### config.mk
export PLATFORM = sky130hd
export DESIGN_NAME = rgb_to_hue
export DESIGN_NICKNAME = d
export VERILOG_FILES = /design/src/cam_params_pkg.sv /design/src/pixel_types_pkg.sv /design/src/rgb_to_hue.sv
export SDC_FILE = /design/constraint.sdc
export NUM_CORES = 1
export LEC_CHECK = 0
export BUFFER_PORTS_ARGS = -buffer_cell sky130_fd_sc_hd__buf_2
export CORE_ASPECT_RATIO = 1.5
export CORE_MARGIN = 4
export CORE_UTILIZATION = 25
export CTS_CLUSTER_SIZE = 30
export DETAILED_ROUTE_END_ITERATION = 6
export GPL_TIMING_DRIVEN = 0
export PLACE_DENSITY_LB_ADDON = 0.05
export SYNTH_ARGS = -nofsm -noshare
export SYNTH_HDL_FRONTEND = slang
export SYNTH_SLANG_ARGS = --single-unit
### constraint.sdc
create_clock -name ccd_pixel_clk -period 88.9 [get_ports ccd_pixel_clk]
set_clock_uncertainty 0.1 [all_clocks]
set_input_delay 8.89 -clock ccd_pixel_clk [delete_from_list [all_inputs] [get_ports ccd_pixel_clk]]
set_output_delay 8.89 -clock ccd_pixel_clk [all_outputs]
set_load 0.02 [all_outputs]
### src/cam_params_pkg.sv
// Camera pipeline constants
// Sensor widths, default frame size, output queue depth and hue arithmetic
package cam_params_pkg;

  // ======================================
  // Sensor and channel widths
  // ======================================
  localparam int raw_width    = 12;  // Sensor sample
  localparam int chan_width   = 12;  // RGB channel after demosaic
  localparam int hue_in_width = 8;   // Upper channel bits seen by hue
  localparam int quant_bits   = 5;   // Bits kept per channel in colour mode
  localparam int word_width   = 16;  // Output word

  // Counters
  localparam int count_width       = 12;  // Column and row index
  localparam int frame_count_width = 32;

  // ======================================
  // Frame geometry and buffering
  // ======================================
  localparam int default_frame_width  = 1280;  // Native sensor size
  localparam int default_frame_height = 960;
  localparam int queue_depth          = 4;     // Output queue entries

  // ======================================
  // Hue arithmetic
  // ======================================
  localparam int hue_sector     = 43;   // One sixth of the 256 circle
  localparam int hue_green_base = 85;
  localparam int hue_blue_base  = 171;
  localparam int hue_latency    = 3;    // Pipeline stages

endpackage

### src/pixel_types_pkg.sv
// Pixel path data types
// Raw samples, colour channels, hue, packed output words and counters
package pixel_types_pkg;

  import cam_params_pkg::*;

  // Sensor side
  typedef logic [raw_width-1:0] raw_sample_t;

  // Colour side
  typedef logic [chan_width-1:0] channel_t;
  typedef logic [7:0]            hue_t;       // Full circle in 256 steps

  // Output word, colour or hue
  typedef logic [word_width-1:0] pixel_word_t;

  // Position and frame counters
  typedef logic [count_width-1:0]       pixel_count_t;
  typedef logic [frame_count_width-1:0] frame_count_t;

endpackage

### src/rgb_to_hue.sv
`timescale 1ns/1ps
// RGB to hue
// Three-stage pipeline, 8-bit hue, one pixel accepted per cycle
module rgb_to_hue
  import cam_params_pkg::*, pixel_types_pkg::*;
(
  input  logic                    ccd_pixel_clk,
  input  logic                    hps_fpga_reset_n,
  input  logic [hue_in_width-1:0] rgb_red,
  input  logic [hue_in_width-1:0] rgb_green,
  input  logic [hue_in_width-1:0] rgb_blue,
  input  logic                    rgb_valid,
  output hue_t                    hue,
  output logic                    hue_valid
);

  localparam int scaled_width = hue_in_width + 8;   // 43 * 255 with sign

  typedef logic [hue_in_width-1:0] hchan_t;
  typedef enum logic [1:0] {sect_red, sect_green, sect_blue} sector_t;

  // Stage 1 max/min/sector
  logic    red_top;
  logic    green_top;
  hchan_t  min_rg;
  logic    s1_valid;
  hchan_t  s1_r;
  hchan_t  s1_g;
  hchan_t  s1_b;
  hchan_t  s1_max;
  hchan_t  s1_min;
  sector_t s1_sector;
  // Stage 2 scaled difference
  hchan_t                          delta;
  logic signed [hue_in_width:0]    diff;
  logic                            s2_valid;
  logic                            s2_grey;
  logic signed [scaled_width-1:0]  s2_scaled;
  logic signed [hue_in_width:0]    s2_divisor;
  hue_t                            s2_base;
  // Stage 3 divide
  logic signed [scaled_width-1:0]  quot;

  // ======================================
  // Stage 1
  // ======================================
  assign red_top   = (rgb_red >= rgb_green) && (rgb_red >= rgb_blue);   // Red wins ties
  assign green_top = !red_top && (rgb_green >= rgb_blue);               // Then green
  assign min_rg    = (rgb_red < rgb_green) ? rgb_red : rgb_green;

  always_ff @(posedge ccd_pixel_clk) begin
    s1_r      <= rgb_red;
    s1_g      <= rgb_green;
    s1_b      <= rgb_blue;
    s1_max    <= red_top ? rgb_red : (green_top ? rgb_green : rgb_blue);
    s1_min    <= (min_rg < rgb_blue) ? min_rg : rgb_blue;
    s1_sector <= red_top ? sect_red : (green_top ? sect_green : sect_blue);
  end

  // ======================================
  // Stage 2
  // ======================================
  assign delta = s1_max - s1_min;

  always_comb begin
    case (s1_sector)
      sect_red:   diff = $signed({1'b0, s1_g}) - $signed({1'b0, s1_b});
      sect_green: diff = $signed({1'b0, s1_b}) - $signed({1'b0, s1_r});
      default:    diff = $signed({1'b0, s1_r}) - $signed({1'b0, s1_g});
    endcase
  end

  always_ff @(posedge ccd_pixel_clk) begin
    s2_grey    <= (delta == '0);
    s2_scaled  <= scaled_width'(hue_sector * diff);
    s2_divisor <= (delta == '0) ? (hue_in_width + 1)'(1) : $signed({1'b0, delta});  // No /0
    case (s1_sector)
      sect_red:   s2_base <= '0;
      sect_green: s2_base <= hue_t'(hue_green_base);
      default:    s2_base <= hue_t'(hue_blue_base);
    endcase
  end

  // ======================================
  // Stage 3
  // ======================================
  assign quot = s2_scaled / s2_divisor;   // Signed, toward zero

  always_ff @(posedge ccd_pixel_clk) begin
    hue <= s2_grey ? '0 : s2_base + hue_t'(quot);   // Wraps mod 256
  end

  // Valid chain
  always_ff @(posedge ccd_pixel_clk) begin
    if (!hps_fpga_reset_n) begin
      s1_valid  <= 1'b0;
      s2_valid  <= 1'b0;
      hue_valid <= 1'b0;
    end else begin
      s1_valid  <= rgb_valid;
      s2_valid  <= s1_valid;
      hue_valid <= s2_valid;
    end
  end

  // Fixed latency in both directions
  assert property (@(posedge ccd_pixel_clk) disable iff (!hps_fpga_reset_n)
    rgb_valid |-> ##hue_latency hue_valid)
    else $error("hue_valid missing after rgb_valid");
  assert property (@(posedge ccd_pixel_clk) disable iff (!hps_fpga_reset_n)
    hue_valid |-> $past(rgb_valid, hue_latency))
    else $error("hue_valid without rgb_valid");

endmodule

==> impl_metrics.yaml <==
outcome:
  status: "finished, final reports clean"
placement:
  gp_congestion: 0.7441
  pre_cts_ws_ns: 48.45
  port_buffers: 35
  dp_hpwl_um: 30260
layout:
  final-seq-area_um2: 1622
  drive_gt1_frac: 0.09060
  diodes: 0
  fillers: 4941
  final_nets: 1725
  multi_input_area_um2: 9299
  area_growth_pct: 10.40
setup_path:
  critPathMaxStageDelay_ns: 0.66
  end_kind: "flop"
  required_ns: 89.04
  critPathArrivalTime_ns: 40.13
  critPathTopFamily: "compound AO/OA/AOI/OAI gates"
  critPathMaxFanout: 10
  cpMostUsedCell: "o21a_1"
  slowest_stage: "a211oi_1"
  critPathBufInv: 16
  critPathKind: "reg -> reg"
  start_kind: "flop"
timing:
  layout_min_cycle_time_ns: 39.99
  worst_slack_ns: 48.91
  slew_violations: 0
  max_freq_mhz: 25.00
  max-slew-margin-rel: 0.3229
  rsz0062_at_grt: "false"
  setup_violations: 0
  worst_pin_slew_ns: 1.009
  post-route-period-util: 0.4499
  hold_viol: 0
  tns_ns: 0
yosys:
  synth_edf_count: 0
  synth_cells: 1428
  synth-compound-area-share: 0.2458
  synth_top_family_by_area: "adder cells"
  synth_area_um2: 11550
  synthXorXnorAreaFrac: 0.07808
  synth_fa_ha_area_frac: 0.2575
  synthFlopType: "dfxtp_1"
  synth_seq_cells: 81
  yosysUniqueCellTypes: 97
  async_flop_share: 0
  yosysSeqAreaShare: 0.1404
  yosysWarnings: 0
  avgSynthCellArea_um2: 8.091
  synth.net_count: 1679
  synthMuxAreaShare: 0.05231
  synthSimpleGateAreaFrac: 0.1711
global_routing:
  grtUsageTotal: 0.1412
  grt_pass1_wl_um: 56010
  grt-ovfl-total: 0
  grt_max_degree: 17
  first_global_vias: 10400
  antenna_found_initial: 0
clocking:
  clockBufferDepth: 2
  cts.hold.buffers_added: 0
  cts_setup_buffers: 0
  cts-root-buf: "clkbuf_16"
  numCtsBuffers: 9
  h-tree-depth: 3
  cts_resized: 0
  clock_sinks: 81
  cts_tree: "done"
  clk_latency_ns: 0.35
  clk_pin_slew_ns: 0.06
detailed_routing:
  ant_nets: 0
  vias: 10070
  routedWlPerCell_um: 16.91
  drtPass1Iterations: 6
  wl_um: 34960
  routed_via_density: 4.873
  drtIter0Drc: 267
  drc: 0
die:
  die_w_um: 183.5
  rows: 96
  initial_core_util: 0.2525
  pin_count: 36
  die_y_um: 271.3
  dieArea_um2: 49790
  core_um2: 45760
min_path:
  min_path_type: "reg -> reg"
run:
  cap_violations: 0
cell usage in the layout, fill, tap and decap left out, types with 27 or more instances in the layout:
master / Yosys / final
mux2_2: 30 / 30
o21ai_0: 77 / 77
inv_1: 138 / 138
nor3_1: 45 / 45
dfxtp_1: 81 / 81
ha_1: 205 / 205
nor2_1: 87 / 87
xnor2_1: 71 / 71
xor2_1: 32 / 32
a21o_1: 44 / 44
buf_2: 2 / 37
nand2b_1: 31 / 31
nor2b_1: 27 / 27
nand2_1: 88 / 88
a21oi_1: 95 / 95
o21a_1: 43 / 43
synthesized netlist by cell type (31+ instances only):
master | number | area [um^2]
ha_1 | 205 | 2565
inv_1 | 138 | 518.0
a21oi_1 | 95 | 475.5
nand2_1 | 88 | 330.3
nor2_1 | 87 | 326.6
dfxtp_1 | 81 | 1622
o21ai_0 | 77 | 385.4
xnor2_1 | 71 | 621.9
nor3_1 | 45 | 225.2
a21o_1 | 44 | 330.3
o21a_1 | 43 | 322.8
xor2_1 | 32 | 280.3
nand2b_1 | 31 | 193.9
stage by stage:
stage / util / cell area, um^2 / instances / hold WS [ns]
after global placement: 0.2724 / 12460 / 2051 / 0.3087
after global routing: 0.2787 / 12750 / 2067 / 0.3383
after floorplan: - / 11550 / 1428 / 0.3057
after CTS: 0.2787 / 12750 / 2067 / 0.3335
after detailed placement: 0.2724 / 12460 / 2051 / 0.3183
final: 0.2787 / 12750 / 2067 / 0.3302
sequential cells by signal (all words and copies together), names as in the netlist:
| register | count |
|---|---|
| hue | 8 |
| hue_valid | 1 |
| s1_b | 8 |
| s1_g | 8 |
| s1_max | 8 |
| s1_min | 8 |
| s1_r | 8 |
| s1_sector | 2 |
| s1_valid | 1 |
| s2_base | 3 |
| s2_divisor | 8 |
| s2_grey | 1 |
| s2_scaled | 16 |
| s2_valid | 1 |
metal layers:
layer / vias up / wire (um) / global-route usage / part of all wire
met3: 27 / 480 / 0.01153 / 0.014
met2: 91 / 20440 / 0.2934 / 0.58
met1: 4682 / 13520 / 0.1486 / 0.39
li1: 5272 / - / - / -
met4: 0 / 517 / 0.03276 / 0.015
met5: - / 0 / 0 / 0
worst paths after layout:
kind                      start         to  slack [ns]  depth (start not counted)
setup / recovery  s2_scaled[15]     hue[7]       48.91                        163
hold / removal         s2_valid  hue_valid        0.33                          1
setup reg to reg  s2_scaled[15]     hue[7]       48.91                        163
hold reg to reg        s2_valid  hue_valid        0.33                          1
layout make-up:
| class | instances | area share |
|---|---|---|
| buffer | 25 | 0.008731 |
| tap | 588 | 0.05768 |
| inverter | 139 | 0.04091 |
| sequential | 81 | 0.1271 |
| clock inverter | 5 | 0.002943 |
| timing repair buffer | 35 | 0.01373 |
| clock buffer | 11 | 0.01982 |
| multi-input combinational | 1183 | 0.7291 |
worst register-to-register path: cells and delay by family (launching register included):
family	cells	cell delay (ns)
AO/OA/AOI/OAI	86	19.06
AND/OR/NAND/NOR	35	7.00
adder cells (fa/ha/maj)	18	5.49
buffers and inverters	16	5.48
multiplexers	5	2.02
XOR/XNOR	3	0.46
flip-flops	1	0.32
cell families (layout without fill, tap and decap cells):
family	count (synthesis)	in the layout
DFF	81	81
adders and majority gates	227	227
buffers and inverters	164	215
muxes	56	56
AOI/OAI and AO/OA	410	410
and+or+nand+nor	387	387
xor gates and xnor gates	103	103
Power is not shown: default switching activity piles up to over one toggle a cycle in this logic, so the estimate is an artifact.
