$ cat src/cam_params_pkg.sv
// Camera pipeline constants
// Sensor widths, default frame size, output queue depth and hue arithmetic
package cam_params_pkg;

  // ======================================
  // Sensor and channel widths
  // ======================================
  localparam int raw_width    = 12;  // Sensor sample
  localparam int chan_width   = 12;  // RGB channel after demosaic
  localparam int hue_in_width = 8;   // Upper channel bits seen by hue
  localparam int quant_bits   = 5;   // Bits kept per channel in colour mode
  localparam int word_width   = 16;  // Output word

  // Counters
  localparam int count_width       = 12;  // Column and row index
  localparam int frame_count_width = 32;

  // ======================================
  // Frame geometry and buffering
  // ======================================
  localparam int default_frame_width  = 1280;  // Native sensor size
  localparam int default_frame_height = 960;
  localparam int queue_depth          = 4;     // Output queue entries

  // ======================================
  // Hue arithmetic
  // ======================================
  localparam int hue_sector     = 43;   // One sixth of the 256 circle
  localparam int hue_green_base = 85;
  localparam int hue_blue_base  = 171;
  localparam int hue_latency    = 3;    // Pipeline stages

endpackage

$ cat src/pixel_types_pkg.sv
// Pixel path data types
// Raw samples, colour channels, hue, packed output words and counters
package pixel_types_pkg;

  import cam_params_pkg::*;

  // Sensor side
  typedef logic [raw_width-1:0] raw_sample_t;

  // Colour side
  typedef logic [chan_width-1:0] channel_t;
  typedef logic [7:0]            hue_t;       // Full circle in 256 steps

  // Output word, colour or hue
  typedef logic [word_width-1:0] pixel_word_t;

  // Position and frame counters
  typedef logic [count_width-1:0]       pixel_count_t;
  typedef logic [frame_count_width-1:0] frame_count_t;

endpackage

$ cat src/color_quantizer.sv
`timescale 1ns/1ps
// Colour quantizer
// Packs the top 5 bits of each enabled channel into a 15-bit word
module color_quantizer
  import cam_params_pkg::*, pixel_types_pkg::*;
(
  input  logic        ccd_pixel_clk,
  input  logic        hps_fpga_reset_n,
  input  channel_t    rgb_red,
  input  channel_t    rgb_green,
  input  channel_t    rgb_blue,
  input  logic        rgb_valid,
  input  logic [2:0]  channel_enable,   // R G B, msb first
  output pixel_word_t quant_word,
  output logic        quant_valid
);

  logic [quant_bits-1:0] red_field;
  logic [quant_bits-1:0] green_field;
  logic [quant_bits-1:0] blue_field;

  // Truncate then mask
  assign red_field   = rgb_red[chan_width-1 -: quant_bits] & {quant_bits{channel_enable[2]}};
  assign green_field = rgb_green[chan_width-1 -: quant_bits] & {quant_bits{channel_enable[1]}};
  assign blue_field  = rgb_blue[chan_width-1 -: quant_bits] & {quant_bits{channel_enable[0]}};

  always_ff @(posedge ccd_pixel_clk) begin
    quant_word <= pixel_word_t'({red_field, green_field, blue_field});   // Bit 15 stays 0
  end

  always_ff @(posedge ccd_pixel_clk) begin
    if (!hps_fpga_reset_n) quant_valid <= 1'b0;
    else quant_valid <= rgb_valid;
  end

endmodule

$ cat config.mk
export PLATFORM = sky130hd
export DESIGN_NAME = color_quantizer
export DESIGN_NICKNAME = d
export VERILOG_FILES = /design/src/cam_params_pkg.sv /design/src/pixel_types_pkg.sv /design/src/color_quantizer.sv
export SDC_FILE = /design/constraint.sdc
export NUM_CORES = 1
export LEC_CHECK = 0
export BUFFER_PORTS_ARGS = -buffer_cell sky130_fd_sc_hd__buf_2
export CAP_MARGIN = 10
export CORE_MARGIN = 3
export CORE_UTILIZATION = 27
export CTS_BUF_LIST = sky130_fd_sc_hd__clkbuf_2 sky130_fd_sc_hd__clkbuf_4 sky130_fd_sc_hd__clkbuf_8
export CTS_CLUSTER_DIAMETER = 150
export DETAILED_ROUTE_END_ITERATION = 8
export PLACE_DENSITY_LB_ADDON = 0.25
export SLEW_MARGIN = 20
export SYNTH_ARGS = -nofsm -noshare
export SYNTH_HDL_FRONTEND = slang
export SYNTH_SLANG_ARGS = --single-unit
$ cat constraint.sdc
create_clock -name ccd_pixel_clk -period 0.8 [get_ports ccd_pixel_clk]
set_input_delay 0.04 -clock ccd_pixel_clk [delete_from_list [all_inputs] [get_ports ccd_pixel_clk]]
set_output_delay 0.04 -clock ccd_pixel_clk [all_outputs]
set_load 0.005 [all_outputs]
==> metrics, run 1 <==
run status=finished, final reports clean; Root Driver=clkbuf_4; hold path endpoint=quant_word[8]; CTS tree=done; Ports=59; number of global-route vias before repair=421; Post-Syn Area=432 um2; HP Class=primary input to flip-flop; sequential power share=0.548; grt total ovfl=0; Slowest-stage cell, CP=dfxtp_1; Avg WL per Cell=~12 um; WL final=1.22 mm; Final Max Tran Viols=0; worst hold margin=7.19 ps; largest net degree at the start of global routing=10; Layout Area Growth over Synthesis=92.2%; all-layer global routing usage=0.121; hold_buf cts=17; post-route ant nets=0; RSZ-0062 raised after global routing=no; Port Buffers=36; Worst EP required=between 700 and 800 ps; Mean Syn Cell Area=12.7 um2; most common cell after layout, fill and taps aside=buf_2; count of final setup violators=0; Fin Setup TNS=0 ps; NetSw=297 uW; Vias/cell=3.94; violation count after the first detailed-route iteration=4; crit start category=flip-flop; drt pass-1 iters=3; initial antenna violation count=0; leading cell types in the layout, fill and taps excluded=buf_2, dlygate4sd3_1, and2_1, dfxtp_1, clkbuf_4; Crit path buffers/inverters=1; Top delay family on crit path=flip-flops; Net Sw Frac=0.192; Core Area=1400 um2; Period minus WS final=~750 ps; Period Utilization, post-route=0.934; Hold Violations, Final=0; P_leak=0.000426 uW; fillcell total=115; height of the die=about 46 um; Worst Path Arrival=710 ps; post-synth net total=76; flops & latches, synth=16; # DRC=0; Pint=about 1200 uW; # diodes=0; fmax=1340 MHz; clock buffer depth=2; crit path cell chain=buf_2; CP Capture Type=output pin; clock sinks=16; clock slew at the register clock pins of the worst setup and hold paths=90 ps; Clk pwr share=0.327; synth warn=0; post-layout net count=about 130; total die area=2110 um2; via count=414; RePlAce Congestion=0.618; initial cell density of the core=0.309; Max FO, Critical Path=1; Die Width=about 46 um; Mapped Cells=34; hold path startpoint=channel_enable[1]; # rows=13; CTS resizes=0; TritonCTS buffer count=3; Crit Path Class=flip-flop to output pin; slowest stage delay, CP=320 ps; layout cells sized above 1=0.444; first-pass GRT wire length=~1.7 mm; pwr dens=1860 nW/um2; Logic pwr share=0.125; Max VDD drop=1.11 mV; Worst Hold Depth=2; H-tree levels=1; distinct cell type count after synthesis=4; Max-Cap Viols=0; total setup buffers inserted after CTS=0; sequential fraction of the synthesis area=0.742
==> power by group through the flow <==
stage | clock [uW] | sequential, uW | combinational [uW]
final | 505 | 848 | 193
after global routing | 559 | 851 | 213
after CTS | 526 | 847 | 191
after detailed placement | 0 | 866 | 127
after global placement | 0 | 865 | 126
after floorplan | 0 | 874 | 30.2
==> metrics by stage <==
stage	cell area, um2	utilization	std cells	worst slack [ps]	total power (uW)
2_1_floorplan	432	-	34	462	905
6_report	830	0.593	105	52.6	1550
5_1_grt	830	0.593	105	14.2	1620
3_3_place_gp	623	0.445	84	356	991
3_5_place_dp	623	0.445	84	359	993
4_1_cts	830	0.593	105	45.6	1560
==> registers in the layout (all words and copies together) (netlist names) <==
signal	cells
quant_word	15
quant_valid	1
==> Yosys cell counts <==
cell / count / area share
dfxtp_1: 16 / 0.74
buf_4: 1 / 0.017
and2_1: 16 / 0.23
conb_1: 1 / 0.0087
==> worst max path at each step <==
stage	startpoint	end	slack [ps]	depth (start not counted)
floorplan	quant_valid	quant_valid	460	0
global placement	quant_valid	quant_valid	360	1
detailed placement	quant_valid	quant_valid	360	1
CTS	quant_valid	quant_valid	50	1
global route	quant_word[13]	quant_word[13]	10	1
finish	quant_word[10]	quant_word[10]	50	1
==> logic make-up (layout without fill, tap and decap cells) <==
family,Yosys count,in the layout,synth area share
simple gates,16,16,0.232
buf+inv,1,57,0.0174
other cells,1,1,0.00869
flops,16,16,0.742
==> area by class of cell <==
type                       instances  area [um2]  area share
sequential                        16         320       0.386
timing repair buffer              53         350       0.422
tap                               15        18.8      0.0226
clock buffer                       4        36.3      0.0437
multi-input combinational         17         104       0.125
==> layer usage <==
metal / vias to the layer above / routed length, um / track usage
met2: 24 / 787 / 0.266
li1: 211 / - / -
met5: - / 0 / 0
met3: 0 / 65 / 0.0237
met4: 0 / 0 / 0.0511
met1: 179 / 367 / 0.0931
Power figures use the tool's default switching activity.
==> run 2, diff against run 1 <==
CELL_PAD_IN_SITES_DETAIL_PLACEMENT = 1   (was unset)
CELL_PAD_IN_SITES_GLOBAL_PLACEMENT = 1   (was unset)
CORE_UTILIZATION = 18   (was 27)
==> metrics, run 2 (synthesis results as in run 1) <==
drt pass-1 iters=2 (-1); Port Buffers=36 (unchanged); fillcell total=268 (+130%); slowest stage delay, CP=310 ps (about the same); most common cell after layout, fill and taps aside=buf_2; first-pass GRT wire length=1.90 mm (+9.1%); hold_buf cts=17 (unchanged); clock slew at the register clock pins of the worst setup and hold paths=80 ps (about the same); Place WS=363 ps (+3.60 ps); biggest regs=quant_word: 15 flops, quant_valid: 1 flops; post-layout net count=133 (unchanged); crit path cell chain=buf_2; Max FO, Critical Path=1 (unchanged); clock sinks=16 (unchanged); Biggest register=quant_word; HP Class=primary input to flip-flop; CP Capture Type=output pin; RSZ-0062 raised after global routing=no; number of global-route vias before repair=434 (+3.1%); TritonCTS buffer count=3 (unchanged); RePlAce Congestion=0.516 (-17%); number of flip-flops in the largest register=15 (unchanged); crit start category=flip-flop; largest net degree at the start of global routing=9 (-1); CTS resizes=0 (unchanged); initial cell density of the core=0.193 (-0.115); run status=finished, final reports clean; height of the die=55.0 um (+20%); setup slack after layout=64.2 ps (+11.5 ps); WL final=1.31 mm (+7.3%); pwr dens=1720 nW/um2 (-7.5%); grt total ovfl=0 (unchanged); # diodes=0 (unchanged); count of final setup violators=0 (unchanged); clock buffer depth=2 (unchanged); all-layer global routing usage=0.0956 (-0.0255); Final Util=0.373 (-0.220); Worst EP required=760 ps (about the same); Avg WL per Cell=11.2 um (-3.7%); Seq. cell area=320 um2 (unchanged); Max VDD drop=0.779 mV (-30%); Top delay family on crit path=flip-flops; Worst Path Arrival=700 ps (about the same); footprint of the multi-input gates=104 um2 (unchanged); Fin Setup TNS=0 ps (unchanged); # rows=17 (+4); total setup buffers inserted after CTS=0 (unchanged); leading cell types in the layout, fill and taps excluded=buf_2, dlygate4sd3_1, and2_1, dfxtp_1, clkbuf_4; Ports=59 (unchanged); violation count after the first detailed-route iteration=2 (-2); Worst Hold Depth=2 (unchanged); post-route ant nets=0 (unchanged); HPWL Detailed=845 um; Final Max Tran Viols=0 (unchanged); Root Driver=clkbuf_4; via count=429 (+3.6%); CTS tree=done; Core Area=2230 um2 (+60%); CP Depth=1 (unchanged); initial antenna violation count=0 (unchanged); layout cells sized above 1=0.438 (-0.00624); Period minus WS final=736 ps (-11.5 ps); Crit path buffers/inverters=1 (unchanged); # DRC=0 (unchanged); Die Width=55.0 um (+20%); total die area=3020 um2 (+43%); Layout Area Growth over Synthesis=92.8%; Pwr Total=1440 uW (-7.2%); Hold Violations, Final=0 (unchanged); H-tree levels=1 (unchanged); fmax=1360 MHz (+1.6%); P_leak=0.000419 uW (-1.7%); Max-Cap Viols=0 (unchanged); Slowest-stage cell, CP=dfxtp_1; Vias/cell=3.67 (-7.0%); Period Utilization, post-route=0.920 (-0.0144); Crit Path Class=flip-flop to output pin
[run 2: cell types whose count changed in the layout (fill, tap and decap cells not counted), sizes merged]
cell / previous run / this run
clkbuf: 4 / 3
[run 2: routing by layer]
layer  global-route usage  part of all wire
met4               0.0607                 0
met2                0.183              0.60
met5                    0                 0
met1               0.0882              0.33
met3               0.0241             0.063
[run 2: final timing paths]
kind	startpoint	to	slack (ps)
worst max-delay path	quant_word[13]	quant_word[13]	60
worst min-delay path	channel_enable[1]	quant_word[9]	10
[run 2: power by group]
part	total, uW	leakage [uW]	internal [uW]	switching [uW]
Combinational	194	0.000272	135	59.6
Sequential	847	0.000133	838	8.50
Clock	394	0.0000138	174	220
Total	1440	0.000419	1150	288
[run 2: cell type report]
cell class                 instances  share of cell area
sequential                        16               0.385
clock buffer                       3              0.0271
tap                               28              0.0421
timing repair buffer              53               0.421
multi-input combinational         17               0.125
[run 2: stage by stage]
step | hold WS, ps | instances | cell area, um2
after CTS | 6.22 | 117 | 832
after floorplan | 162 | 34 | 432
final | 13.6 | 117 | 832
after global placement | 244 | 97 | 639
after global routing | 4.59 | 117 | 832
after detailed placement | 243 | 97 | 639
