==> src/cam_params_pkg.sv <==
// Camera pipeline constants
// Sensor widths, default frame size, output queue depth and hue arithmetic
package cam_params_pkg;

  // ======================================
  // Sensor and channel widths
  // ======================================
  localparam int raw_width    = 12;  // Sensor sample
  localparam int chan_width   = 12;  // RGB channel after demosaic
  localparam int hue_in_width = 8;   // Upper channel bits seen by hue
  localparam int quant_bits   = 5;   // Bits kept per channel in colour mode
  localparam int word_width   = 16;  // Output word

  // Counters
  localparam int count_width       = 12;  // Column and row index
  localparam int frame_count_width = 32;

  // ======================================
  // Frame geometry and buffering
  // ======================================
  localparam int default_frame_width  = 1280;  // Native sensor size
  localparam int default_frame_height = 960;
  localparam int queue_depth          = 4;     // Output queue entries

  // ======================================
  // Hue arithmetic
  // ======================================
  localparam int hue_sector     = 43;   // One sixth of the 256 circle
  localparam int hue_green_base = 85;
  localparam int hue_blue_base  = 171;
  localparam int hue_latency    = 3;    // Pipeline stages

endpackage

==> src/pixel_types_pkg.sv <==
// Pixel path data types
// Raw samples, colour channels, hue, packed output words and counters
package pixel_types_pkg;

  import cam_params_pkg::*;

  // Sensor side
  typedef logic [raw_width-1:0] raw_sample_t;

  // Colour side
  typedef logic [chan_width-1:0] channel_t;
  typedef logic [7:0]            hue_t;       // Full circle in 256 steps

  // Output word, colour or hue
  typedef logic [word_width-1:0] pixel_word_t;

  // Position and frame counters
  typedef logic [count_width-1:0]       pixel_count_t;
  typedef logic [frame_count_width-1:0] frame_count_t;

endpackage

==> src/frame_capture.sv <==
`timescale 1ns/1ps
// Camera front end
// Registers sensor inputs, gates capture on the start switch, counts x/y/frames
module frame_capture
  import cam_params_pkg::*, pixel_types_pkg::*;
#(
  parameter int frame_width  = default_frame_width,
  parameter int frame_height = default_frame_height
) (
  input  logic         ccd_pixel_clk,
  input  logic         hps_fpga_reset_n,
  input  raw_sample_t  pixel_data,
  input  logic         frame_valid,
  input  logic         line_valid,
  input  logic         capture_start,   // Start switch
  output raw_sample_t  cap_data,
  output logic         cap_valid,
  output pixel_count_t cap_x,
  output pixel_count_t cap_y,
  output frame_count_t frame_count
);

  raw_sample_t  data_q;
  logic         fv_q;
  logic         lv_q;
  logic         fv_prev;
  logic         lv_prev;
  logic         capturing;   // Armed for the current frame
  logic         fv_rise;
  logic         fv_fall;
  logic         lv_fall;
  logic         arm_now;
  pixel_count_t col_cnt;
  pixel_count_t row_cnt;

  // ======================================
  // Input registers
  // ======================================
  always_ff @(posedge ccd_pixel_clk) begin
    data_q <= pixel_data;
  end

  always_ff @(posedge ccd_pixel_clk) begin
    if (!hps_fpga_reset_n) begin
      fv_q    <= 1'b0;
      lv_q    <= 1'b0;
      fv_prev <= 1'b0;
      lv_prev <= 1'b0;
    end else begin
      fv_q    <= frame_valid;
      lv_q    <= line_valid;
      fv_prev <= fv_q;   // Edge detect on registered strobes
      lv_prev <= lv_q;
    end
  end

  assign fv_rise = fv_q & ~fv_prev;
  assign fv_fall = ~fv_q & fv_prev;
  assign lv_fall = ~lv_q & lv_prev;
  // First line may start on the frame edge itself
  assign arm_now = capturing | (fv_rise & capture_start);

  // ======================================
  // Capture gate and counters
  // ======================================
  always_ff @(posedge ccd_pixel_clk) begin
    if (!hps_fpga_reset_n) begin
      capturing   <= 1'b0;
      cap_valid   <= 1'b0;
      frame_count <= '0;
      col_cnt     <= '0;
      row_cnt     <= '0;
    end else begin
      if (fv_fall) capturing <= 1'b0;                       // Whole frame then stop
      else if (fv_rise && capture_start) capturing <= 1'b1;
      if (fv_fall && capturing) frame_count <= frame_count + 1'b1;
      cap_valid <= fv_q & lv_q & arm_now;
      if (!lv_q) col_cnt <= '0;   // Idle between lines
      else col_cnt <= col_cnt + 1'b1;
      if (!fv_q) row_cnt <= '0;   // Idle between frames
      else if (lv_fall) row_cnt <= row_cnt + 1'b1;
    end
  end

  always_ff @(posedge ccd_pixel_clk) begin
    cap_data <= data_q;
    cap_x    <= col_cnt;
    cap_y    <= row_cnt;
  end

  // Sensor must not overrun the configured geometry
  assert property (@(posedge ccd_pixel_clk) disable iff (!hps_fpga_reset_n)
    cap_valid |-> (cap_x < frame_width) && (cap_y < frame_height))
    else $error("cap_x/cap_y outside frame");

endmodule

==> config.mk <==
export PLATFORM = sky130hd
export DESIGN_NAME = frame_capture
export DESIGN_NICKNAME = d
export VERILOG_FILES = /design/src/cam_params_pkg.sv /design/src/pixel_types_pkg.sv /design/src/frame_capture.sv
export SDC_FILE = /design/constraint.sdc
export NUM_CORES = 1
export LEC_CHECK = 0
export BUFFER_PORTS_ARGS = -buffer_cell sky130_fd_sc_hd__buf_2
export CAP_MARGIN = 20
export CORE_MARGIN = 8
export CORE_UTILIZATION = 53
export CTS_CLUSTER_DIAMETER = 30
export CTS_CLUSTER_SIZE = 20
export DETAILED_ROUTE_END_ITERATION = 12
export PLACE_DENSITY = 0.8
export SLEW_MARGIN = 20
export SYNTH_ARGS = -nofsm -noshare
export SYNTH_HDL_FRONTEND = slang
export SYNTH_SLANG_ARGS = --single-unit
==> constraint.sdc <==
create_clock -name ccd_pixel_clk -period 2.1 [get_ports ccd_pixel_clk]
set_input_delay 0 -clock ccd_pixel_clk [delete_from_list [all_inputs] [get_ports ccd_pixel_clk]]
set_output_delay 0 -clock ccd_pixel_clk [all_outputs]
set_load 0.01 [all_outputs]
==> impl_metrics.ini, run 1 <==
[power_and_ir_drop]
sequentialPowerShare_pct = 61.8
cellLeakagePower_nw = 1.89
power.internal_mw = 2.63
power_density_mw_per_mm2 = 746
peakVddDrop_mv = 0.306
pwr-share-comb_pct = 2.7
pwr-share-clk_pct = 35.5
power.switching_mw = 0.819
switching_share_pct = 23.7

[routing]
first_pass_iters = 5
viasPerCell = 5.15
wl_mm = 7.92
ant_nets = 0
via_count = 2928
wire_per_inst_microns = 13.9
drt_iter0_drc = 171
route.detailed.drc = 0

[timing]
max_slew_margin_pct = 55.1
fin_setup_tns_ns = 0
rsz0062_at_grt = false
final_max_slew_viol_count = 0
fmax_ghz = 0.511
worst_slew_pin_slew_ns = 0.672
clock_skew_ns = 0.0168
fin_ws_ns = 0.144
setup_violations = 0
final-hold-violation-count = 0
finalCritPeriodShare_pct = 93.1
fin_hold_ws_ns = 0.0888
period_minus_slack_ns = 1.96

[setup_path]
reg2reg_to = frame_count[18]$_SDFFE_PN0P_
start_kind = register
cp-startpoint = frame_count[0]$_SDFFE_PN0P_
cp.required_ns = 2.39
r2r_slack_ns = 0.14
crit_type = register to register
arrival_ns = 2.25
crit_path_max_fanout = 17
rr_worst_depth = 5
end_kind = register
r2r-start = frame_count[0]$_SDFFE_PN0P_

[grt]
grt_pass1_vias = 2756
grt_use_total_pct = 15.8
overflow = 0
grt_pass1_wl_mm = 12.7
antenna_found_initial = 0
grt_max_degree = 30

[clock_tree]
root_buffer = clkbuf_8
postCtsSetupBuffers = 0
h-tree-depth = 3
cts_tree = built
cts_made_buffers = 9
cts_max_path_buffers = 2
clkLatencyLatePin_ns = 0.37
cts_sinks = 110
clkTransAtPathRegs_ns = 0.11

[synth]
synth_nets = 388
syn-cell-area_sq_mm = 0.00379
synth_common_cells = dfxtp_1 (110), nand2_1 (32), nor2_1 (31)
synth_seq_cells = 110
ys_top_cells_by_area = dfxtp_1 (58%), xor2_1 (3.5%), mux2i_1 (3.2%), nand2_1 (3.2%), nor2_1 (3.1%)
synth-edff-count = 0
ys_types = 35
yosys.area.top_type = dfxtp_1
syn_area_per_cell_sq_um = 10.3
ys_warn_count = 0
synthFlopType = dfxtp_1
synth-async-reset-ratio_pct = 0
ys_seq_area_share_pct = 58.1
yosysMostFrequentCell = dfxtp_1
syn_inst = 368
synth_top_area_share_pct = 58.1

[finish]
postLayoutCellArea_sq_mm = 0.00462
drive_above_1_share_pct = 23.6
diodes = 0
synthToLayoutAreaGrowth_pct = 22.1
nFillCells = 596
final_nets = 485

[die]
fp.coreArea_sq_mm = 0.00710
rows = 31
start_util_pct = 53.4
die_h_microns = 101
ios = 86
dieArea_sq_mm = 0.0101
die_w_microns = 101

[place]
postPlaceCellArea_sq_mm = 0.00429
hpwl_mm = 5.53
gp_congestion = 0.790
pre_cts_ws_ns = 0.123
io_buffers = 85

[worst_hold_path]
min_from = capture_start
hold_path_depth = 4
hold_end = capturing$_SDFFE_PP0P_
hp-class = input pin to register

[flow_run]
max_cap_viol_count = 0

[run_status]
outcome = finished, final reports clean
[worst max path at each step]
stage	endpoint	slack, ns	depth (start not counted)
2_1_floorplan	frame_count[24]$_SDFFE_PN0P_	0.34	7
3_3_place_gp	frame_count[18]$_SDFFE_PN0P_	0.20	5
3_5_place_dp	frame_count[14]$_SDFFE_PN0P_	0.12	5
4_1_cts	frame_count[18]$_SDFFE_PN0P_	0.09	5
5_1_grt	frame_count[18]$_SDFFE_PN0P_	0.008	5
6_report	frame_count[18]$_SDFFE_PN0P_	0.14	5
[area by class of cell]
class / count / area (sq um) / area share [%]
sequential: 110 / 2200 / 47.6
inverter: 10 / 37.5 / 0.812
tap: 99 / 124 / 2.68
timing repair buffer: 102 / 588 / 12.7
clock buffer: 9 / 124 / 2.68
clock inverter: 7 / 75.1 / 1.62
multi-input combinational: 232 / 1470 / 31.9
[critical path: stages, from the launching register on]
cell and delay (ns):
dfxtp_1 0.42, ha_1 0.20, nand3_1 0.12, or2_2 0.45, or4_1 0.53, a21oi_1 0.15
[placed cells by master (no fill, tap or decap), types with 2 or more instances in the layout]
master / synthesis / final
nand2b_1: 11 / 11
mux2i_1: 12 / 12
or3_1: 4 / 4
and4b_1: 2 / 2
nand4_1: 14 / 14
nor4_2: 4 / 4
inv_1: 10 / 10
nor2b_1: 2 / 2
buf_2: 5 / 85
and4_1: 6 / 6
dlygate4sd3_1: 0 / 14
o21ai_0: 6 / 6
nor3_1: 3 / 3
and2_1: 3 / 3
a21oi_1: 15 / 15
inv_6: 0 / 3
nand2_1: 32 / 32
nor2_1: 31 / 31
xnor2_1: 13 / 13
or4_1: 8 / 8
dfxtp_1: 110 / 110
buf_4: 0 / 3
xor2_1: 15 / 15
clkbuf_8: 0 / 9
and3_1: 5 / 5
o31ai_1: 8 / 8
nand3_1: 16 / 16
nor4_1: 12 / 12
ha_1: 3 / 3
clkinv_8: 0 / 2
[timing repair]
item / CTS / global route
hold buffers: 14 / 0
endpoints found under the setup margin: 0 / 2
resized for setup: 0 / 1
hold endpoints to repair: 14 / 0
[per-layer routing]
layer	part of all wire, %	routed length [microns]	track usage [%]	up-vias
met5	0	0	0	-
met4	2.1	163	7.44	0
met3	6.0	477	4.28	17
met2	47	3730	26.2	83
met1	45	3560	18.4	1356
li1	-	-	-	1472
[power groups by stage]
| stage | combinational (mW) | clock, mW | sequential [mW] |
|---|---|---|---|
| 2_1_floorplan | 0.0318 | 0 | 2.18 |
| 3_3_place_gp | 0.0721 | 0 | 2.18 |
| 3_5_place_dp | 0.0751 | 0 | 2.18 |
| 4_1_cts | 0.0954 | 1.26 | 2.13 |
| 5_1_grt | 0.104 | 1.35 | 2.13 |
| 6_report | 0.0943 | 1.22 | 2.13 |
[registers in the layout, summed over array words and instances (netlist names)]
| name | cells |
|---|---|
| frame_count | 32 |
| cap_data | 12 |
| cap_x | 12 |
| cap_y | 12 |
| col_cnt | 12 |
| data_q | 12 |
| row_cnt | 12 |
| cap_valid | 1 |
| capturing | 1 |
| fv_prev | 1 |
| fv_q | 1 |
| lv_prev | 1 |
| lv_q | 1 |
[logic make-up (layout without fill, tap and decap cells)]
group	count (synthesis)	in the layout	share of synthesized area, %
AOI/OAI and AO/OA	30	30	4.63
buffers and inverters	26	128	2.94
and+or+nand+nor	159	159	23.7
adders and majority gates	3	3	0.991
muxes	12	12	3.17
DFF	110	110	58.1
xor gates and xnor gates	28	28	6.48
[metrics by stage]
stage	cells	power (mW)	util, %
after floorplan	368	2.21	-
after global placement	539	2.25	60.4
after detailed placement	539	2.25	60.4
after CTS	569	3.48	65.2
after global routing	569	3.59	65.2
final	569	3.45	65.2
(Power assumes the default switching activity.)
==> run 2, diff against run 1 <==
--- a/config.mk
+++ b/config.mk
@@ -5,10 +5,11 @@
 export SDC_FILE = /design/constraint.sdc
 export NUM_CORES = 1
 export LEC_CHECK = 0
+export ABC_AREA = 1
 export BUFFER_PORTS_ARGS = -buffer_cell sky130_fd_sc_hd__buf_2
 export CAP_MARGIN = 20
 export CORE_MARGIN = 8
-export CORE_UTILIZATION = 53
+export CORE_UTILIZATION = 54
 export CTS_CLUSTER_DIAMETER = 30
 export CTS_CLUSTER_SIZE = 20
 export DETAILED_ROUTE_END_ITERATION = 12
==> impl_metrics.ini, run 2 <==
[finish]
final_nets = 638
fin_util_pct = 66.7
largest_reg_flops = 32
final_cell_mix = dfxtp_1 (110), nand2_1 (102), buf_2 (85), nor2_1 (68), inv_1 (66)
postLayoutCellArea_sq_mm = 0.00505
synthToLayoutAreaGrowth_pct = 22.2
final_common_cell = dfxtp_1
regMostFlops = frame_count
drive_above_1_share_pct = 22.3
diodes = 0

[synth]
yosysMostFrequentCell = dfxtp_1
synthFlopType = dfxtp_1
yosys.area.top_type = dfxtp_1
syn-cell-area_sq_mm = 0.00413
synth_nets = 527
ys_seq_area_share_pct = 53.3
synth-async-reset-ratio_pct = 0
ys_top_cells_by_area = dfxtp_1 (53%), nand2_1 (9.3%), nor2_1 (6.2%), inv_1 (6.0%), nand3_1 (4.1%)
ys_types = 35
synth_common_cells = dfxtp_1 (110), nand2_1 (102), nor2_1 (68)
syn_inst = 507
synth_top_area_share_pct = 53.3
ys_warn_count = 0
synth_seq_cells = 110
syn_area_per_cell_sq_um = 8.15
synth-edff-count = 0

[place]
postPlaceCellArea_sq_mm = 0.00468
gp_congestion = 0.886
io_buffers = 85
pre_cts_ws_ns = 0.658
hpwl_mm = 6.85

[routing]
wire_per_inst_microns = 12.5
via_count = 3522
route.detailed.drc = 0
wl_mm = 9.07
drt_iter0_drc = 142
viasPerCell = 4.86
first_pass_iters = 4
ant_nets = 0

[clock_tree]
postCtsSetupBuffers = 0
cts_sinks = 110
h-tree-depth = 3
root_buffer = clkbuf_8
clkLatencyLatePin_ns = 0.37
cts_hold_buf = 17
cts_made_buffers = 9
cts.repair.resized = 0
cts_max_path_buffers = 2
cts_tree = built
clkTransAtPathRegs_ns = 0.11

[worst_hold_path]
hold_end = frame_count[22]$_SDFFE_PN0P_
hp-class = input pin to register
min_from = hps_fpga_reset_n
hold_path_depth = 3

[run_status]
outcome = finished, final reports clean

[power_and_ir_drop]
sequentialPowerShare_pct = 61.3
power.internal_mw = 2.66
cellLeakagePower_nw = 2.24
peakVddDrop_mv = 0.379
power_density_mw_per_mm2 = 687
switching_share_pct = 23.2
power.switching_mw = 0.805
pwr-share-comb_pct = 3.2
pwr-share-clk_pct = 35.5

[timing]
final_max_slew_viol_count = 0
finalCritPeriodShare_pct = 70.1
setup_violations = 0
worst_slew_pin_slew_ns = 0.289
rsz0062_at_grt = false
fin_setup_tns_ns = 0
clock_skew_ns = 0.00932
fin_ws_ns = 0.627
fin_hold_ws_ns = 0.0663
final-hold-violation-count = 0
period_minus_slack_ns = 1.47
max_slew_margin_pct = 80.6
fmax_ghz = 0.679

[setup_path]
end_kind = register
r2r_slack_ns = 0.63
start_kind = register
cp.required_ns = 2.38
crit_type = register to register
crit_path_max_fanout = 4
reg2reg_to = col_cnt[10]$_SDFF_PN0_
arrival_ns = 1.75
r2r-start = col_cnt[0]$_SDFF_PN0_
rr_worst_depth = 6

[die]
rows = 32
die_w_microns = 103
die_h_microns = 103
start_util_pct = 54.6
ios = 86
dieArea_sq_mm = 0.0107
fp.coreArea_sq_mm = 0.00757

[grt]
busiest_layer = met2
grt_pass1_wl_mm = 15.0
grt_max_degree = 25
grt_use_total_pct = 17.7
overflow = 0
grt_use_met1_pct = 20.8
use_met3_pct = 3.28
grt_pass1_vias = 3375
grtUsageMet2_pct = 30.6
antenna_found_initial = 0

[flow_run]
max_cap_viol_count = 0
run 2: how the worst max path moves through the flow:
stage / startpoint / endpoint / slack (ns) / cells after the start
global placement: frame_count[1]$_SDFFE_PN0P_ / frame_count[26]$_SDFFE_PN0P_ / 0.69 / 8
detailed placement: col_cnt[0]$_SDFF_PN0_ / col_cnt[10]$_SDFF_PN0_ / 0.66 / 6
finish: col_cnt[0]$_SDFF_PN0_ / col_cnt[10]$_SDFF_PN0_ / 0.63 / 6
global route: frame_count[0]$_SDFFE_PN0P_ / frame_count[26]$_SDFFE_PN0P_ / 0.47 / 9
CTS: frame_count[1]$_SDFFE_PN0P_ / frame_count[26]$_SDFFE_PN0P_ / 0.63 / 9
floorplan: frame_count[1]$_SDFFE_PN0P_ / frame_count[28]$_SDFFE_PN0P_ / 0.70 / 8
run 2: cell type report:
type | count | area [sq um]
multi-input cells | 322 | 1640
inverters | 72 | 272
clock inverters | 6 | 62.6
clock buffers | 10 | 138
repair buffers | 103 | 603
well taps | 102 | 128
fillers | 679 | 2520
flip-flops and latches | 110 | 2200
run 2: logic make-up (layout without fill, tap and decap cells):
logic type / after synthesis / in the layout / synth area share, %
adders and majority gates: 3 / 3 / 0.909
buffers and inverters: 75 / 191 / 6.91
AOI/OAI and AO/OA: 58 / 58 / 7.63
DFF: 110 / 110 / 53.3
xor gates and xnor gates: 5 / 5 / 1.06
and+or+nand+nor: 256 / 256 / 30.2
run 2: worst max-delay path: stages, from the launching register on:
cell	delay, ns
dfxtp_1	0.40
ha_1	0.21
nand3_1	0.14
nor3_2	0.25
nand4_1	0.16
o21ai_0	0.18
nor2_1	0.05
run 2: power groups by stage:
| stage | logic (mW) | registers [mW] | clock network (mW) |
|---|---|---|---|
| final | 0.110 | 2.13 | 1.23 |
| after global routing | 0.122 | 2.13 | 1.36 |
| after CTS | 0.110 | 2.13 | 1.27 |
| after detailed placement | 0.0851 | 2.18 | 0 |
| after global placement | 0.0826 | 2.17 | 0 |
| after floorplan | 0.0387 | 2.18 | 0 |
run 2: stage by stage:
step | total power, mW | std cells
floorplan | 2.22 | 507
finish | 3.47 | 725
global route | 3.61 | 725
global placement | 2.26 | 692
detailed placement | 2.26 | 692
CTS | 3.51 | 725
run 2: metal layers:
metal	share of wire (%)	routed length [microns]	up-vias
met5	0	0	-
met4	1.6	145	0
met3	5.6	507	10
met2	50	4550	83
met1	43	3870	1591
li1	-	-	1838
