===== src/cam_params_pkg.sv =====
// Camera pipeline constants
// Sensor widths, default frame size, output queue depth and hue arithmetic
package cam_params_pkg;

  // ======================================
  // Sensor and channel widths
  // ======================================
  localparam int raw_width    = 12;  // Sensor sample
  localparam int chan_width   = 12;  // RGB channel after demosaic
  localparam int hue_in_width = 8;   // Upper channel bits seen by hue
  localparam int quant_bits   = 5;   // Bits kept per channel in colour mode
  localparam int word_width   = 16;  // Output word

  // Counters
  localparam int count_width       = 12;  // Column and row index
  localparam int frame_count_width = 32;

  // ======================================
  // Frame geometry and buffering
  // ======================================
  localparam int default_frame_width  = 1280;  // Native sensor size
  localparam int default_frame_height = 960;
  localparam int queue_depth          = 4;     // Output queue entries

  // ======================================
  // Hue arithmetic
  // ======================================
  localparam int hue_sector     = 43;   // One sixth of the 256 circle
  localparam int hue_green_base = 85;
  localparam int hue_blue_base  = 171;
  localparam int hue_latency    = 3;    // Pipeline stages

endpackage


===== src/pixel_types_pkg.sv =====
// Pixel path data types
// Raw samples, colour channels, hue, packed output words and counters
package pixel_types_pkg;

  import cam_params_pkg::*;

  // Sensor side
  typedef logic [raw_width-1:0] raw_sample_t;

  // Colour side
  typedef logic [chan_width-1:0] channel_t;
  typedef logic [7:0]            hue_t;       // Full circle in 256 steps

  // Output word, colour or hue
  typedef logic [word_width-1:0] pixel_word_t;

  // Position and frame counters
  typedef logic [count_width-1:0]       pixel_count_t;
  typedef logic [frame_count_width-1:0] frame_count_t;

endpackage


===== src/output_selector.sv =====
`timescale 1ns/1ps
// Output selector
// Mode mux into a small queue with valid/ready output and sticky overflow
module output_selector
  import cam_params_pkg::*, pixel_types_pkg::*;
(
  input  logic        ccd_pixel_clk,
  input  logic        hps_fpga_reset_n,
  input  logic        hue_mode,      // High selects the hue branch
  input  pixel_word_t quant_word,
  input  logic        quant_valid,
  input  hue_t        hue,
  input  logic        hue_valid,
  input  logic        out_ready,
  output pixel_word_t out_data,
  output logic        out_valid,
  output logic        overflow
);

  localparam int                ptr_width  = $clog2(queue_depth);
  localparam logic [ptr_width:0] full_level = (ptr_width + 1)'(queue_depth);

  pixel_word_t          queue_mem [queue_depth];
  logic [ptr_width-1:0] wr_ptr;
  logic [ptr_width-1:0] rd_ptr;
  logic [ptr_width:0]   fill;        // Words held
  logic                 sel_valid;
  pixel_word_t          sel_word;
  logic                 full;
  logic                 push;
  logic                 pop;

  // Branch select, hue zero-extended into the low byte
  assign sel_valid = hue_mode ? hue_valid : quant_valid;
  assign sel_word  = hue_mode ? pixel_word_t'(hue) : quant_word;

  assign full      = (fill == full_level);
  assign push      = sel_valid & ~full;   // Newest word dropped when full
  assign pop       = out_valid & out_ready;
  assign out_valid = (fill != '0);
  assign out_data  = queue_mem[rd_ptr];

  always_ff @(posedge ccd_pixel_clk) begin
    if (push) queue_mem[wr_ptr] <= sel_word;
  end

  always_ff @(posedge ccd_pixel_clk) begin
    if (!hps_fpga_reset_n) begin
      wr_ptr   <= '0;
      rd_ptr   <= '0;
      fill     <= '0;
      overflow <= 1'b0;
    end else begin
      if (push) wr_ptr <= wr_ptr + 1'b1;   // Power-of-two wrap
      if (pop) rd_ptr <= rd_ptr + 1'b1;
      case ({push, pop})
        2'b10:   fill <= fill + 1'b1;
        2'b01:   fill <= fill - 1'b1;
        default: fill <= fill;
      endcase
      if (sel_valid && full) overflow <= 1'b1;   // Sticky until reset
    end
  end

  // Stalled word must hold
  assert property (@(posedge ccd_pixel_clk) disable iff (!hps_fpga_reset_n)
    (out_valid && !out_ready) |=> (out_valid && $stable(out_data)))
    else $error("out_data changed while stalled");

endmodule


===== config.mk =====
export PLATFORM = sky130hd
export DESIGN_NAME = output_selector
export DESIGN_NICKNAME = d
export VERILOG_FILES = /design/src/cam_params_pkg.sv /design/src/pixel_types_pkg.sv /design/src/output_selector.sv
export SDC_FILE = /design/constraint.sdc
export NUM_CORES = 1
export LEC_CHECK = 0
export ABC_CLOCK_PERIOD_IN_PS = 2500
export BUFFER_PORTS_ARGS = -buffer_cell sky130_fd_sc_hd__buf_2
export CORE_MARGIN = 5
export CORE_UTILIZATION = 55
export DETAILED_ROUTE_END_ITERATION = 12
export HOLD_SLACK_MARGIN = 0.08
export PLACE_DENSITY = 0.78
export SETUP_SLACK_MARGIN = 0.4
export SLEW_MARGIN = 10
export SYNTH_ARGS = -nofsm -noshare
export SYNTH_HDL_FRONTEND = slang
export SYNTH_SLANG_ARGS = --single-unit

===== constraint.sdc =====
create_clock -name ccd_pixel_clk -period 2.5 [get_ports ccd_pixel_clk]
set_input_delay 0.5 -clock ccd_pixel_clk [delete_from_list [all_inputs] [get_ports ccd_pixel_clk]]
set_output_delay 0.5 -clock ccd_pixel_clk [all_outputs]
set_load 0.01 [all_outputs]

==> impl_metrics.env, run 1 <==
export IMPL_max_slew_margin=0.434
export IMPL_share_seq_of_total_power=0.457
export IMPL_asyncSetResetFlopFracSynth=0
export IMPL_drt_initial_drc_count=130
export IMPL_tritoncts_clock_tree="yes"
export IMPL_clock_skew_ps=6.25
export IMPL_route_detailed_drc=0
export IMPL_synth_warning_count=0
export IMPL_run_status="completed"
export IMPL_finalPower_mw=3.54
export IMPL_synth_most_common_cell="edfxtp_1"
export IMPL_synth_top_cell_area_share=0.639
export IMPL_setup_tns_final_ps=0
export IMPL_power_combinational_fraction=0.271
export IMPL_layout_setup_ws_ps=459
export IMPL_clk_transition_reported_paths_ps=70
export IMPL_dieArea_mm2=0.00705
export IMPL_grt_overflow_total=0
export IMPL_cts_setup_buffers=0
export IMPL_switching_share=0.270
export IMPL_critPathLaunchType="register"
export IMPL_fraction_of_layout_instances_using_a_drive_strength_above_1=0.450
export IMPL_synth_cells_most_frequent="edfxtp_1, mux4_2, nor2b_1"
export IMPL_gp_congestion=0.783
export IMPL_fp_coreArea_mm2=0.00541
export IMPL_grt_total_usage=0.174
export IMPL_clkLatencyLatePin_ps=340
export IMPL_finalSetupViolCount=0
export IMPL_synth_cell_types=26
export IMPL_route_vias_total=1555
export IMPL_grt_start_max_net_pins=17
export IMPL_syn_nets=193
export IMPL_synth_seq_area_share=0.705
export IMPL_worst_ir_drop_vdd_v=0.000549
export IMPL_synth_top_area_cell="edfxtp_1"
export IMPL_die_width_um=84.0
export IMPL_timing_critical_path_arrival_ps=1540
export IMPL_clock_tree_buffer_depth=2
export IMPL_fmax_mhz=490
export IMPL_hold_violations=0
export IMPL_hold_ws_ps=496
export IMPL_dieHeight_um=84.0
export IMPL_yosys_register_bits=74
export IMPL_power_switching_mw=0.956
export IMPL_synth_cells=157
export IMPL_number_of_filler_instances_in_the_final_layout=377
export IMPL_synth_area_per_cell_um2=19.2
export IMPL_place_detailed_hpwl_um=3600
export IMPL_number_of_buffer_cells_added_on_primary_ports=47
export IMPL_final_max_slew_violation_count=0
export IMPL_synth_edf_count=64
export IMPL_timing_hold_worst_class="in2reg"
export IMPL_multi_input_comb_area_um2=832
export IMPL_detail_route_antenna_nets=0
export IMPL_max_cap_viol_count=0
export IMPL_preCtsSetupSlack_ps=136
export IMPL_internal_power_mw=2.58
export IMPL_via_count_of_the_first_global_routing_pass=1777
export IMPL_syn_cell_area_mm2=0.00301
export IMPL_viasPerCell=5.36
export IMPL_area_growth_syn_to_layout_pct=19.2
export IMPL_ys_top_cells_by_area="edfxtp_1, mux4_2, dfxtp_1"
export IMPL_p_clk_frac=0.272
export IMPL_sequential_cell_area_mm2=0.00213
export IMPL_rsz0062_at_grt="false"
export IMPL_clock_root_buffer="clkbuf_8"
export IMPL_leakage_power_nw=1.28
export IMPL_initial_utilization=0.556
export IMPL_timing_worst_slew_pin_value_ps=849
export IMPL_cp_end_kind="primary output"
export IMPL_initial_antenna_violation_count=0
export IMPL_first_drt_pass_iteration_count=4
export IMPL_critPathRequiredTime_ps=2000
export IMPL_drt_total_wl_um=5530
export IMPL_final_period_minus_worst_setup_slack_ps=2040
export IMPL_nets=249
export IMPL_timing_setup_critical_path_class="reg2out"
export IMPL_cts_htree_levels=3
export IMPL_p_per_area_mw_per_mm2=986
export IMPL_clock_sink_count=74
export IMPL_final_min_period_over_clock_period=0.816
export IMPL_numCtsBuffers=9
export IMPL_row_count=27
export IMPL_worstPathMaxFanout=8
export IMPL_grt_first_pass_wirelength_um=9130
export IMPL_floorplan_io_pins=48
export IMPL_dominantRegCellSynth="edfxtp_1"
export IMPL_antenna_cells=0
export IMPL_route_detailed_wl_per_inst_um=19.1
[cell usage in the layout (no fill, tap or decap), types with 3 or more instances in the layout]
cell       n
and2_1     7
nor2b_1   11
mux2_2     8
mux4_2    16
buf_4      3
xnor2_1    3
nand2_1    5
edfxtp_1  64
dfxtp_1    8
ha_1       4
buf_2     47
clkbuf_8   9
clkinv_1   3
inv_1      5
[kinds of logic (layout without fill, tap and decap cells)]
kind of cell / after synthesis / in the layout / share of synthesized area
DFF: 74 / 74 / 0.705
muxes: 27 / 27 / 0.161
and+or+nand+nor: 26 / 26 / 0.0491
buffers and inverters: 13 / 74 / 0.0250
AOI/OAI and AO/OA: 7 / 7 / 0.0200
adders and majority gates: 6 / 6 / 0.0275
xor gates and xnor gates: 4 / 4 / 0.0116
[state kept, by name (all words and copies together), names as in the netlist, named ones only]
name / count
fill: 3
overflow: 1
queue_mem: 64
rd_ptr: 2
wr_ptr: 2
[worst max-delay path, stage by stage (launching register included)]
cell     delay, ps
dfxtp_4        370
buf_12         140
mux4_2         530
buf_2          160
[area by class of cell]
cell class | count | share of cell area
sequential | 74 | 0.594
clock inverter | 7 | 0.0234
clock buffer | 9 | 0.0346
multi-input combinational | 70 | 0.232
inverter | 6 | 0.00628
tap | 72 | 0.0251
timing repair buffer | 52 | 0.0845
[power by group through the flow]
stage | sequential (mW) | clock [mW] | combinational [mW]
after CTS | 1.60 | 0.978 | 0.919
after detailed placement | 1.62 | 0 | 0.893
after floorplan | 1.59 | 0 | 0.646
after global routing | 1.63 | 1.04 | 1.05
final | 1.61 | 0.963 | 0.958
after global placement | 1.61 | 0 | 0.849
[stage by stage]
step,utilization,instances,cell area [µm²]
6_report,0.663,290,3580
5_1_grt,0.663,290,3580
4_1_cts,0.654,289,3540
3_5_place_dp,0.613,273,3320
3_3_place_gp,0.613,273,3320
2_1_floorplan,-,157,3020
[what timing repair did]
action	4_1_cts	5_1_grt
cloned	0	1
hold buffers	0	0
setup endpoints to repair	16	17
gates resized for setup	4	6
[final timing paths]
kind | from | end | slack, ps | depth (start not counted)
setup reg to reg | fill[2]$_SDFFE_PN0P_ | fill[2]$_SDFFE_PN0P_ | 530 | 7
hold reg to reg | wr_ptr[0]$_SDFFE_PN0P_ | wr_ptr[0]$_SDFFE_PN0P_ | 500 | 2
setup / recovery | register | out_data[12] | 460 | 3
hold / removal | hps_fpga_reset_n | register | 500 | 2
[metal layers]
layer,share of wire,vias to the layer above,track usage
li1,-,713,-
met3,0.038,11,0.0434
met4,0.018,0,0.0746
met1,0.39,794,0.195
met5,0,-,0
met2,0.55,37,0.313
(Power assumes the default switching activity.)
==> run 2, diff against run 1 <==
--- a/config.mk
+++ b/config.mk
@@ -5,13 +5,14 @@
 export SDC_FILE = /design/constraint.sdc
 export NUM_CORES = 1
 export LEC_CHECK = 0
-export ABC_CLOCK_PERIOD_IN_PS = 2500
+export ABC_AREA = 1
+export ABC_CLOCK_PERIOD_IN_PS = 1830
 export BUFFER_PORTS_ARGS = -buffer_cell sky130_fd_sc_hd__buf_2
 export CORE_MARGIN = 5
-export CORE_UTILIZATION = 55
+export CORE_UTILIZATION = 50
 export DETAILED_ROUTE_END_ITERATION = 12
 export HOLD_SLACK_MARGIN = 0.08
-export PLACE_DENSITY = 0.78
+export PLACE_DENSITY = 0.75
 export SETUP_SLACK_MARGIN = 0.4
 export SLEW_MARGIN = 10
 export SYNTH_ARGS = -nofsm -noshare
==> constraint.sdc (replaced) <==
create_clock -name ccd_pixel_clk -period 1.83 [get_ports ccd_pixel_clk]
set_input_delay 0.366 -clock ccd_pixel_clk [delete_from_list [all_inputs] [get_ports ccd_pixel_clk]]
set_output_delay 0.366 -clock ccd_pixel_clk [all_outputs]
set_load 0.01 [all_outputs]
==> run 2 against run 1 <==
  * Via count rose by 40%
  * Worst hold slack got worse by 210 ps
  * Cell count rose by 45%
  * Combinational power rose by 94%
  * Synthesized cell count rose by 64%
  * Register-to-register slack got worse by 270 ps
  * Sequential cell count did not move
  * Critical path type unchanged
  * Largest power group unchanged
==> impl_metrics.env, run 2 <==
export IMPL_run_status="completed"
export IMPL_synth_cells=258
export IMPL_dominantRegCellSynth="edfxtp_1"
export IMPL_synth_top_cell_area_share=0.626
export IMPL_grt_total_usage=0.179
export IMPL_layout_cells_most_common_list="edfxtp_1, nor2_1, buf_2, inv_1, buf_4"
export IMPL_timing_worst_slew_pin_value_ps=303
export IMPL_postLayoutCellArea_mm2=0.00401
export IMPL_tritoncts_clock_tree="yes"
export IMPL_layout_commonest_cell="edfxtp_1"
export IMPL_row_count=28
export IMPL_route_detailed_wl_per_inst_um=15.7
export IMPL_timing_critical_path_cells="buf_6 -> buf_6 -> nor2_1 -> o22ai_1 -> buf_2"
export IMPL_timing_hold_worst_class="in2reg"
export IMPL_reg_largest_list="queue_mem x64, fill x3"
export IMPL_cts_htree_levels=3
export IMPL_dieArea_mm2=0.00780
export IMPL_clkLatencyLatePin_ps=350
export IMPL_synth_seq_area_share=0.691
export IMPL_ff2ff_setup_slack_ps=260
export IMPL_detail_route_antenna_nets=0
export IMPL_yosys_register_bits=74
export IMPL_slowest_stage_cell_cp="dfxtp_4"
export IMPL_crit_path_max_incr_delay_ps=410
export IMPL_rsz0062_at_grt="true"
export IMPL_clock_skew_ps=5.22
export IMPL_place_detailed_hpwl_um=4100
export IMPL_asyncSetResetFlopFracSynth=0
export IMPL_initial_utilization=0.515
export IMPL_dpl_instance_area_mm2=0.00352
export IMPL_setup_tns_final_ps=0
export IMPL_synth_most_common_cell="edfxtp_1"
export IMPL_critPathLaunchType="register"
export IMPL_die_width_um=88.3
export IMPL_initial_antenna_violation_count=0
export IMPL_via_count_of_the_first_global_routing_pass=2237
export IMPL_numCtsBuffers=9
export IMPL_grt_first_pass_wirelength_um=10300
export IMPL_worstPathMaxFanout=6
export IMPL_clock_tree_buffer_depth=2
export IMPL_floorplan_io_pins=48
export IMPL_viasPerCell=5.20
export IMPL_leakage_power_nw=1.61
export IMPL_synth_cell_types=19
export IMPL_grt_overflow_total=0
export IMPL_dieHeight_um=88.3
export IMPL_antenna_cells=0
export IMPL_synth_top_area_cell="edfxtp_1"
export IMPL_largest_register="queue_mem"
export IMPL_synth_edf_count=64
export IMPL_cp_end_kind="primary output"
export IMPL_hold_ws_ps=289
export IMPL_clk_transition_reported_paths_ps=70
export IMPL_fmax_mhz=566
export IMPL_hold_violations=0
export IMPL_max_slew_margin=0.797
export IMPL_gp_congestion=0.804
export IMPL_route_detailed_drc=0
export IMPL_max_cap_viol_count=0
export IMPL_fp_coreArea_mm2=0.00596
export IMPL_ys_top_cells_by_area="edfxtp_1, dfxtp_1, nor2_1"
export IMPL_drt_total_wl_um=6580
export IMPL_cpLargestDelayFamily="buffers and inverters"
export IMPL_timing_setup_critical_path_class="reg2out"
export IMPL_synth_warning_count=0
export IMPL_first_drt_pass_iteration_count=4
export IMPL_cp_common_cell="buf_6"
export IMPL_synth_cells_most_frequent="edfxtp_1, nor2_1, inv_1"
export IMPL_finalSetupViolCount=0
export IMPL_syn_cell_area_mm2=0.00307
export IMPL_fraction_of_layout_instances_using_a_drive_strength_above_1=0.377
export IMPL_clock_sink_count=74
export IMPL_final_min_period_over_clock_period=0.965
export IMPL_number_of_filler_instances_in_the_final_layout=449
export IMPL_p_per_area_mw_per_mm2=1340
export IMPL_number_of_buffer_cells_added_on_primary_ports=47
export IMPL_largest_reg_flops=64
export IMPL_drt_initial_drc_count=164
export IMPL_critPathRequiredTime_ps=1460
export IMPL_nets=376
export IMPL_clock_root_buffer="clkbuf_8"
export IMPL_worst_ir_drop_vdd_v=0.000689
export IMPL_worstPathBufferInverterCount=3
export IMPL_route_vias_total=2184
export IMPL_cts_hold_repair_buffers=0
export IMPL_syn_nets=294
export IMPL_grt_start_max_net_pins=17
export IMPL_area_growth_syn_to_layout_pct=30.8
export IMPL_final_max_slew_violation_count=0
export IMPL_synth_area_per_cell_um2=11.9
export IMPL_final_period_minus_worst_setup_slack_ps=1770
export IMPL_timing_critical_path_arrival_ps=1400
==> run 2: layout make-up <==
class                      instances  area (µm²)  area share
clock buffer                      11         131      0.0327
multi-input combinational        145         856       0.213
sequential                        74        2140       0.532
tap                               75        93.8      0.0234
inverter                          29         116      0.0290
clock inverter                     5        78.8      0.0196
timing repair buffer              81         602       0.150
==> run 2: layer usage <==
metal	global-route usage	vias up	wire length, µm
li1	-	1070	-
met1	0.210	1041	2730
met2	0.303	59	3330
met3	0.0438	14	354
met4	0.100	0	167
met5	0	-	0
==> run 2: worst paths after layout <==
kind	start	endpoint	cells past startpoint
max reg2reg	fill[0]$_SDFFE_PN0P_	fill[2]$_SDFFE_PN0P_	13
min reg2reg	overflow$_SDFFE_PN0P_	overflow$_SDFFE_PN0P_	2
min	hps_fpga_reset_n	fill[2]$_SDFFE_PN0P_	3
max	register	out_data[8]	5
==> run 2: what timing repair did <==
item                                    4_1_cts  5_1_grt
setup buffers                                 9        7
cloned                                        1        1
pin swaps                                     9        6
resized for setup                            26       16
endpoints found under the setup margin       19       19
==> run 2: cells by family (layout without fill, tap and decap cells) <==
logic type,after synthesis,in the layout,synth area share
and+or+nand+nor,74,74,0.0934
buffers and inverters,39,126,0.0559
adders and majority gates,6,6,0.0269
AOI/OAI and AO/OA,57,57,0.103
muxes,8,8,0.0294
DFF,74,74,0.691
==> run 2: worst reg2reg max path, cell delays in order (launching register included) <==
cell	delay (ps)
dfxtp_2	360
nor2_4	50
nand2_2	90
nand2_2	70
inv_2	80
ha_4	130
inv_2	40
fa_2	340
inv_1	70
nand2_1	60
nand3_2	60
nand2_1	50
nand2_1	50
nor2_1	30
==> run 2: report_power, final <==
group | total, mW | switching, mW | internal [mW]
clock | 1.36 | 0.593 | 0.764
sequential | 2.15 | 0.0991 | 2.05
combinational | 1.86 | 0.969 | 0.892
total | 5.36 | 1.66 | 3.70
==> run 2: metrics by stage <==
step | setup WS (ps) | utilization | power [mW] | cells
floorplan | 198 | - | 2.97 | 258
global placement | 145 | 0.591 | 3.44 | 386
detailed placement | 113 | 0.591 | 3.48 | 386
CTS | 70.1 | 0.654 | 5.14 | 412
global route | 7.01 | 0.674 | 5.65 | 420
finish | 63.7 | 0.674 | 5.36 | 420
